**src/hw/oled_map_pkg.sv**
```systemverilog
//####################################################################
// shared types, I2C protocol bytes, panel geometry and the sequencer
// state encoding for the OLED display-map streamer
// referenced by scoped names from every RTL module
//####################################################################

package oled_map_pkg;

    // one byte on the I2C bus
    typedef logic [7:0] byte_t;
    // page index, 8 pages of 8 pixel rows
    typedef logic [2:0] page_t;
    // column index across the panel
    typedef logic [6:0] col_t;

    // panel geometry
    localparam int map_pages = 8;
    localparam int map_cols  = 128;
    localparam page_t last_page = page_t'(map_pages - 1);
    localparam col_t  last_col  = col_t'(map_cols - 1);

    // 7-bit address 0x3c shifted left with write bit
    localparam byte_t oled_addr = 8'h78;

    // control bytes that open a command or data stream
    localparam byte_t ctrl_cmd  = 8'h00;
    localparam byte_t ctrl_data = 8'h40;

    // page address command, page number in bits 2:0
    localparam byte_t cmd_page_base = 8'hb0;
    // column start split into low and high nibble commands
    localparam byte_t cmd_col_low   = 8'h00;
    localparam byte_t cmd_col_high  = 8'h10;

    // transaction sequencer states
    typedef enum logic [4:0] {
        idle           = 5'd0,
        // command transaction
        grant_cmd      = 5'd1,
        start_cmd      = 5'd2,
        addr_ack_cmd   = 5'd3,
        send_cmd_ctrl  = 5'd4,
        cmd_ctrl_ack   = 5'd5,
        set_page       = 5'd6,
        page_ack       = 5'd7,
        set_col_low    = 5'd8,
        col_low_ack    = 5'd9,
        set_col_high   = 5'd10,
        col_high_ack   = 5'd11,
        stop_cmd       = 5'd12,
        stop_cmd_done  = 5'd13,
        // data transaction
        grant_data     = 5'd14,
        start_data     = 5'd15,
        addr_ack_data  = 5'd16,
        send_data_ctrl = 5'd17,
        data_ctrl_ack  = 5'd18,
        send_data      = 5'd19,
        data_ack       = 5'd20,
        stop_data      = 5'd21,
        stop_data_done = 5'd22,
        // page loop and end of run
        check_pages    = 5'd23,
        map_done       = 5'd24
    } tx_state_e;

endpackage

```
**src/hw/maze_map_rom.sv**
```systemverilog
//####################################################################
// maze bitmap for the OLED panel, generated from a fixed rule
// combinational lookup of one map byte by page and column
//####################################################################

module maze_map_rom (
    input  oled_map_pkg::page_t page,
    input  oled_map_pkg::col_t  col,
    output oled_map_pkg::byte_t map_byte
);

    logic edge_col;
    logic inner_wall;

    // outer left and right walls
    assign edge_col = (col == '0) || (col == oled_map_pkg::last_col);

    // vertical walls every 16 columns, only on even pages
    assign inner_wall = (col[3:0] == 4'd0) && !page[0];

    always_comb begin
        if (edge_col) begin
            map_byte = 8'hff;
        end else if (inner_wall) begin
            map_byte = 8'hff;
        end else if (page == '0) begin
            // top wall on the first pixel row of page 0
            map_byte = 8'h01;
        end else if (page == oled_map_pkg::last_page) begin
            // bottom wall on the last pixel row of page 7
            map_byte = 8'h80;
        end else begin
            // open corridor
            map_byte = 8'h00;
        end
    end

endmodule

```
**src/hw/map_cursor.sv**
```systemverilog
//####################################################################
// page and column walk for the map streamer
// steps on single-cycle pulses from the sequencer and reports
// the end of a row and the end of the whole map
//####################################################################

module map_cursor (
    input  logic                clk,
    input  logic                reset,
    input  logic                cursor_clear,
    input  logic                col_step,
    input  logic                page_step,
    output oled_map_pkg::page_t page,
    output oled_map_pkg::col_t  col,
    output logic                row_end,
    output logic                map_end
);

    // set once the last page is stepped past
    logic pages_done;

    // column counter, wraps back to zero after the last column
    always_ff @(posedge clk or posedge reset) begin
        if (reset) begin
            col <= '0;
        end else if (cursor_clear) begin
            col <= '0;
        end else if (col_step) begin
            if (col == oled_map_pkg::last_col) begin
                col <= '0;
            end else begin
                col <= col + 1'b1;
            end
        end
    end

    // page counter and done flag
    // a 3-bit page cannot reach 8 so the flag marks the end
    always_ff @(posedge clk or posedge reset) begin
        if (reset) begin
            page       <= '0;
            pages_done <= 1'b0;
        end else if (cursor_clear) begin
            page       <= '0;
            pages_done <= 1'b0;
        end else if (page_step) begin
            page <= page + 1'b1;
            if (page == oled_map_pkg::last_page) begin
                pages_done <= 1'b1;
            end
        end
    end

    assign row_end = (col == oled_map_pkg::last_col);
    assign map_end = pages_done;

endmodule

```
**src/hw/map_tx_sequencer.sv**
```systemverilog
//####################################################################
// transaction FSM of the map streamer
// per page one command transaction then one data transaction
// over a busy/done handshake with the I2C controller
//####################################################################

module map_tx_sequencer (
    input  logic                clk,
    input  logic                reset,
    input  logic                draw_map_req,
    input  logic                oled_granted,
    input  logic                i2c_busy,
    input  logic                i2c_done,
    input  oled_map_pkg::page_t page,
    input  oled_map_pkg::byte_t map_byte,
    input  logic                row_end,
    input  logic                map_end,
    output logic                cursor_clear,
    output logic                col_step,
    output logic                page_step,
    output logic                map_busy,
    output logic                oled_req,
    output logic                i2c_start,
    output logic                i2c_stop,
    output logic                i2c_write,
    output oled_map_pkg::byte_t i2c_data_in
);

    oled_map_pkg::tx_state_e state;
    oled_map_pkg::tx_state_e next_state;

    // holds a done pulse until the state moves on
    logic done_latch;
    logic state_change;

    assign state_change = (next_state != state);

    always_ff @(posedge clk or posedge reset) begin
        if (reset) begin
            state      <= oled_map_pkg::idle;
            done_latch <= 1'b0;
        end else begin
            state <= next_state;
            // a done that lands early is kept for the ack state
            if (i2c_done) begin
                done_latch <= 1'b1;
            end else if (state_change) begin
                done_latch <= 1'b0;
            end
        end
    end

    // next state
    // send states leave on busy, ack states on the latched done
    always_comb begin
        next_state = state;
        case (state)
            oled_map_pkg::idle:
                if (draw_map_req) next_state = oled_map_pkg::grant_cmd;

            // command transaction
            oled_map_pkg::grant_cmd:
                if (oled_granted) next_state = oled_map_pkg::start_cmd;
            oled_map_pkg::start_cmd:
                if (i2c_busy) next_state = oled_map_pkg::addr_ack_cmd;
            oled_map_pkg::addr_ack_cmd:
                if (done_latch) next_state = oled_map_pkg::send_cmd_ctrl;
            oled_map_pkg::send_cmd_ctrl:
                if (i2c_busy) next_state = oled_map_pkg::cmd_ctrl_ack;
            oled_map_pkg::cmd_ctrl_ack:
                if (done_latch) next_state = oled_map_pkg::set_page;
            oled_map_pkg::set_page:
                if (i2c_busy) next_state = oled_map_pkg::page_ack;
            oled_map_pkg::page_ack:
                if (done_latch) next_state = oled_map_pkg::set_col_low;
            oled_map_pkg::set_col_low:
                if (i2c_busy) next_state = oled_map_pkg::col_low_ack;
            oled_map_pkg::col_low_ack:
                if (done_latch) next_state = oled_map_pkg::set_col_high;
            oled_map_pkg::set_col_high:
                if (i2c_busy) next_state = oled_map_pkg::col_high_ack;
            oled_map_pkg::col_high_ack:
                if (done_latch) next_state = oled_map_pkg::stop_cmd;
            oled_map_pkg::stop_cmd:
                if (!i2c_busy) next_state = oled_map_pkg::stop_cmd_done;
            oled_map_pkg::stop_cmd_done:
                if (done_latch) next_state = oled_map_pkg::grant_data;

            // data transaction
            oled_map_pkg::grant_data:
                if (oled_granted) next_state = oled_map_pkg::start_data;
            oled_map_pkg::start_data:
                if (i2c_busy) next_state = oled_map_pkg::addr_ack_data;
            oled_map_pkg::addr_ack_data:
                if (done_latch) next_state = oled_map_pkg::send_data_ctrl;
            oled_map_pkg::send_data_ctrl:
                if (i2c_busy) next_state = oled_map_pkg::data_ctrl_ack;
            oled_map_pkg::data_ctrl_ack:
                if (done_latch) next_state = oled_map_pkg::send_data;
            oled_map_pkg::send_data:
                if (i2c_busy) next_state = oled_map_pkg::data_ack;
            oled_map_pkg::data_ack:
                // last column closes the data transaction
                if (done_latch) begin
                    next_state = row_end ? oled_map_pkg::stop_data : oled_map_pkg::send_data;
                end
            oled_map_pkg::stop_data:
                if (!i2c_busy) next_state = oled_map_pkg::stop_data_done;
            oled_map_pkg::stop_data_done:
                if (done_latch) next_state = oled_map_pkg::check_pages;

            // one cycle after page_step the cursor flag is valid
            oled_map_pkg::check_pages:
                next_state = map_end ? oled_map_pkg::map_done : oled_map_pkg::grant_cmd;
            // sticky until reset
            oled_map_pkg::map_done:
                next_state = oled_map_pkg::map_done;
            default:
                next_state = oled_map_pkg::idle;
        endcase
    end

    // cursor pulses on the exit cycle of a state
    assign cursor_clear = (state == oled_map_pkg::idle) && state_change;
    assign col_step     = (state == oled_map_pkg::data_ack) && state_change;
    assign page_step    = (state == oled_map_pkg::stop_data_done) && state_change;

    assign map_busy = (state != oled_map_pkg::idle) && (state != oled_map_pkg::map_done);
    // bus request only while the requester still holds draw_map_req
    assign oled_req = map_busy && draw_map_req;

    // strobes and byte selection toward the I2C controller
    always_comb begin
        i2c_start   = 1'b0;
        i2c_stop    = 1'b0;
        i2c_write   = 1'b0;
        i2c_data_in = '0;
        case (state)
            oled_map_pkg::start_cmd,
            oled_map_pkg::start_data: begin
                i2c_start   = 1'b1;
                i2c_write   = 1'b1;
                i2c_data_in = oled_map_pkg::oled_addr;
            end
            oled_map_pkg::send_cmd_ctrl: begin
                i2c_write   = 1'b1;
                i2c_data_in = oled_map_pkg::ctrl_cmd;
            end
            oled_map_pkg::set_page: begin
                i2c_write   = 1'b1;
                i2c_data_in = oled_map_pkg::cmd_page_base | oled_map_pkg::byte_t'(page);
            end
            oled_map_pkg::set_col_low: begin
                i2c_write   = 1'b1;
                i2c_data_in = oled_map_pkg::cmd_col_low;
            end
            oled_map_pkg::set_col_high: begin
                i2c_write   = 1'b1;
                i2c_data_in = oled_map_pkg::cmd_col_high;
            end
            oled_map_pkg::send_data_ctrl: begin
                i2c_write   = 1'b1;
                i2c_data_in = oled_map_pkg::ctrl_data;
            end
            // map byte straight from the ROM at the cursor position
            oled_map_pkg::send_data: begin
                i2c_write   = 1'b1;
                i2c_data_in = map_byte;
            end
            oled_map_pkg::stop_cmd,
            oled_map_pkg::stop_data: begin
                i2c_stop = 1'b1;
            end
            default: begin
                i2c_write = 1'b0;
            end
        endcase
    end

endmodule

```
**src/hw/oled_map_display_controller.sv**
```systemverilog
//####################################################################
// top level of the OLED display-map streamer
// on a draw request it takes the shared I2C bus and writes the
// maze map page by page through an external I2C controller
//####################################################################

module oled_map_display_controller (
    input  logic                clk,
    input  logic                reset,
    input  logic                draw_map_req,
    input  logic                oled_granted,
    input  logic                i2c_busy,
    input  logic                i2c_done,
    output logic                map_busy,
    output logic                oled_req,
    output logic                i2c_start,
    output logic                i2c_stop,
    output logic                i2c_write,
    output oled_map_pkg::byte_t i2c_data_in
);

    // cursor control from the sequencer
    logic cursor_clear;
    logic col_step;
    logic page_step;

    // cursor position and flags
    oled_map_pkg::page_t page;
    oled_map_pkg::col_t  col;
    logic                row_end;
    logic                map_end;

    // ROM byte at the cursor
    oled_map_pkg::byte_t map_byte;

    map_tx_sequencer u_sequencer (
        .clk          (clk),
        .reset        (reset),
        .draw_map_req (draw_map_req),
        .oled_granted (oled_granted),
        .i2c_busy     (i2c_busy),
        .i2c_done     (i2c_done),
        .page         (page),
        .map_byte     (map_byte),
        .row_end      (row_end),
        .map_end      (map_end),
        .cursor_clear (cursor_clear),
        .col_step     (col_step),
        .page_step    (page_step),
        .map_busy     (map_busy),
        .oled_req     (oled_req),
        .i2c_start    (i2c_start),
        .i2c_stop     (i2c_stop),
        .i2c_write    (i2c_write),
        .i2c_data_in  (i2c_data_in)
    );

    map_cursor u_cursor (
        .clk          (clk),
        .reset        (reset),
        .cursor_clear (cursor_clear),
        .col_step     (col_step),
        .page_step    (page_step),
        .page         (page),
        .col          (col),
        .row_end      (row_end),
        .map_end      (map_end)
    );

    maze_map_rom u_map_rom (
        .page     (page),
        .col      (col),
        .map_byte (map_byte)
    );

endmodule

```
**config.mk**
```make
export PLATFORM = sky130hd
export DESIGN_NAME = oled_map_display_controller
export DESIGN_NICKNAME = d
export VERILOG_FILES = /design/src/hw/oled_map_pkg.sv /design/src/hw/maze_map_rom.sv /design/src/hw/map_cursor.sv /design/src/hw/map_tx_sequencer.sv /design/src/hw/oled_map_display_controller.sv
export SDC_FILE = /design/constraint.sdc
export NUM_CORES = 1
export LEC_CHECK = 0
export ABC_CLOCK_PERIOD_IN_PS = 2050
export BUFFER_PORTS_ARGS = -buffer_cell sky130_fd_sc_hd__buf_2
export CAP_MARGIN = 10
export CORE_MARGIN = 1
export CORE_UTILIZATION = 35
export DETAILED_ROUTE_END_ITERATION = 16
export HOLD_SLACK_MARGIN = 0.08
export PLACE_DENSITY = 0.51
export SLEW_MARGIN = 20
export SYNTH_ARGS = -nofsm -noshare
export SYNTH_HDL_FRONTEND = slang
export SYNTH_HIERARCHICAL = 1
export SYNTH_SLANG_ARGS = --single-unit
```
**constraint.sdc**
```tcl
create_clock -name clk -period 2.05 [get_ports clk]
set_input_delay 0.1025 -clock clk [delete_from_list [all_inputs] [get_ports clk]]
set_output_delay 0.1025 -clock clk [all_outputs]
set_load 0.02 [all_outputs]
```
==> results_dict.tcl <==
set metrics [dict create \
    rows 24 \
    io_buffers 18 \
    synth-warning-count 6 \
    synth-seq-cells 17 \
    min_period_ps 2020 \
    antenna_cells 0 \
    synthesis.area_sq_um 1580 \
    crit_arrival_ps 2160 \
    synth_cell_type_count 54 \
    seq_area_frac_synth_pct 27.0 \
    setup_tns_ps 0 \
    core_area_sq_um 4350 \
    cts_setup_buffers 0 \
    die_h_um 69.1 \
    dpl.cell_count 278 \
    slew_headroom_pct 69.9 \
    synth_ff_type "dfrtp_1" \
    antenna_found_initial 0 \
    cts.sinks 17 \
    area_growth_pct 21.4 \
    final_cell_mix "buf_4, nor2_1, buf_2" \
    synth_edf_count 0 \
    drtIter0Drc 188 \
    numCtsBuffers 3 \
    hold_path_class "in2reg" \
    hold_viol 0 \
    final_common_cell "buf_4" \
    min-delay-start "i2c_busy" \
    clk_latency_ps 250 \
    grtUsageTotal_pct 18.8 \
    path_class "reg2reg" \
    r2r-start "u_sequencer/state[2]$_DFF_PP0_" \
    setup_viol 0 \
    syn_avg_cell_area_sq_um 7.80 \
    power.density_nw_per_um2 1540 \
    place_congestion 0.868 \
    grt_pass1_wl_um 7470 \
    path_max_fanout 10 \
    drive_gt1_share_pct 28.4 \
    viasPerCell 5.95 \
    grt_max_degree 14 \
    overflow 0 \
    start_util_pct 36.2 \
    drv_slew 0 \
    clkSlewWorstSetupHoldPaths_ps 70 \
    drv_cap 0 \
    grt_pass1_vias 1566 \
    worstSetupStartpoint "u_sequencer/state[2]$_DFF_PP0_" \
    drtAntennaViolNets 0 \
    cp-end-kind "register" \
    fin_nets 242 \
    startpoint_type "register" \
    wire_per_inst_um 15.6 \
    vias 1689 \
    fin_worst_skew_ps 1.53 \
    design.die.area_sq_um 4780 \
    wl_um 4440 \
    critical_path_required_ps 2190 \
    htree_levels 1 \
    fin_crit_sh_pct 98.3 \
    syn_nets 211 \
    status "complete, no violations" \
    die_x_um 69.1 \
    ir_worst_vdd_mv 0.571 \
    cts_buffer_depth 2 \
    synthArstFlopShare_pct 100 \
    p_leak_nw 0.826 \
    syn_inst 202 \
    rsz0062_at_grt "yes" \
    cts_tree "done" \
    ios 19 \
    dp_hpwl_um 3310 \
    timing.fmax_ghz 0.496 \
    firstDrtPassIters 4 \
    drc_errors 0 \
    cts_root_buf "clkbuf_8" \
    finalNonFillerCells 284 \
    worst_slew_pin_slew_ps 451 \
]
[power breakdown]
group / total (mW) / switching, mW / internal [mW] / leakage [nW]
Combinational: 1.96 / 1.09 / 0.875 / 0.594
Clock: 0.250 / 0.112 / 0.138 / 0.0228
Sequential: 0.727 / 0.250 / 0.478 / 0.209
[Yosys cell counts, drive strengths merged, types with 2 or more instances]
master	count	area, sq um
or2	2	12.5
o31ai	4	30.0
a21oi	9	45.0
o22ai	4	25.0
nand2b	9	56.3
a22o	4	35.0
o211ai	4	30.0
inv	6	22.5
a221oi	2	23.8
a31oi	4	25.0
nor2	21	78.8
nor2b	2	12.5
buf	15	101
ha	3	37.5
nor4	3	25.0
a21o	4	30.0
nand3	9	45.0
mux2i	6	60.1
nor3	7	35.0
nand4	4	25.0
xor2	3	26.3
nor4b	2	17.5
clkbuf	6	22.5
o21ai	11	55.1
nand2	14	52.6
and2	2	12.5
or3	3	18.8
o32ai	2	17.5
xnor2	2	17.5
dfrtp	17	425
[state kept, by name, indices dropped and copies added, names as in the netlist]
register / count
u_cursor/page: 3
u_sequencer/state: 5
u_sequencer/done_latch: 1
u_cursor/map_end: 1
u_cursor/col: 7
[path summary, 6_finish.rpt]
| kind | cells after the start | slack (ps) | end |
|---|---|---|---|
| max | 6 | 30 | u_sequencer/done_latch$_DFFE_PP0P_ |
| min | 3 | 300 | u_sequencer/state[4]$_DFF_PP0_ |
| max reg2reg | 6 | 30 | u_sequencer/done_latch$_DFFE_PP0P_ |
| min reg2reg | 2 | 600 | u_cursor/map_end$_DFFE_PP0P_ |
| max in group asynchronous | 3 | 1310 | u_cursor/col[2]$_DFFE_PP0P_ |
| min in group asynchronous | 3 | 310 | u_sequencer/done_latch$_DFFE_PP0P_ |
[worst max-delay path: stages, from the launching register on]
cell	delay [ps]
dfrtp_2	480
nor3_1	300
nor3_1	90
a21oi_1	190
or4b_4	490
xnor2_1	140
a31o_1	210
[per-layer routing]
metal / GRT usage (%) / vias to the layer above / wire, um
li1: - / 803 / -
met1: 24.2 / 824 / 1930
met2: 31.9 / 53 / 2230
met3: 3.65 / 9 / 211
met4: 4.76 / 0 / 70
met5: 0 / - / 0
[logic make-up after synthesis]
logic type      after synthesis  synth area share [%]
simple gates                 83                  27.9
compound gates               59                  26.0
buf+inv                      28                  9.52
flops                        17                  27.0
mux                           7                  4.52
xor+xnor                      5                  2.78
fa+ha+maj                     3                  2.38
[through the flow]
step	instance area, sq um	util (%)	hold WS, ps	total power [mW]	worst slack (ps)
2_1_floorplan	1580	-	-107	2.11	123
3_3_place_gp	1810	41.6	47.3	2.57	9.41
3_5_place_dp	1810	41.6	39.4	2.59	-11.9
4_1_cts	1880	43.2	280	2.88	14.2
5_1_grt	1910	44.0	297	3.18	-48.2
6_report	1910	44.0	302	2.94	34.1
[repair_timing]
action	CTS	global route
setup endpoints to repair	5	12
gates resized for setup	4	10
hold buffers	2	0
hold endpoints to repair	18	0
[area by class of cell]
class / instances / area (sq um)
Clock buffer: 4 / 45.0
Fill cell: 440 / 2440
Inverter: 7 / 26.3
Multi-Input combinational cell: 157 / 1030
Sequential cell: 17 / 433
Tap cell: 52 / 65.1
Timing Repair Buffer: 47 / 319
(Power assumes the default switching activity.)
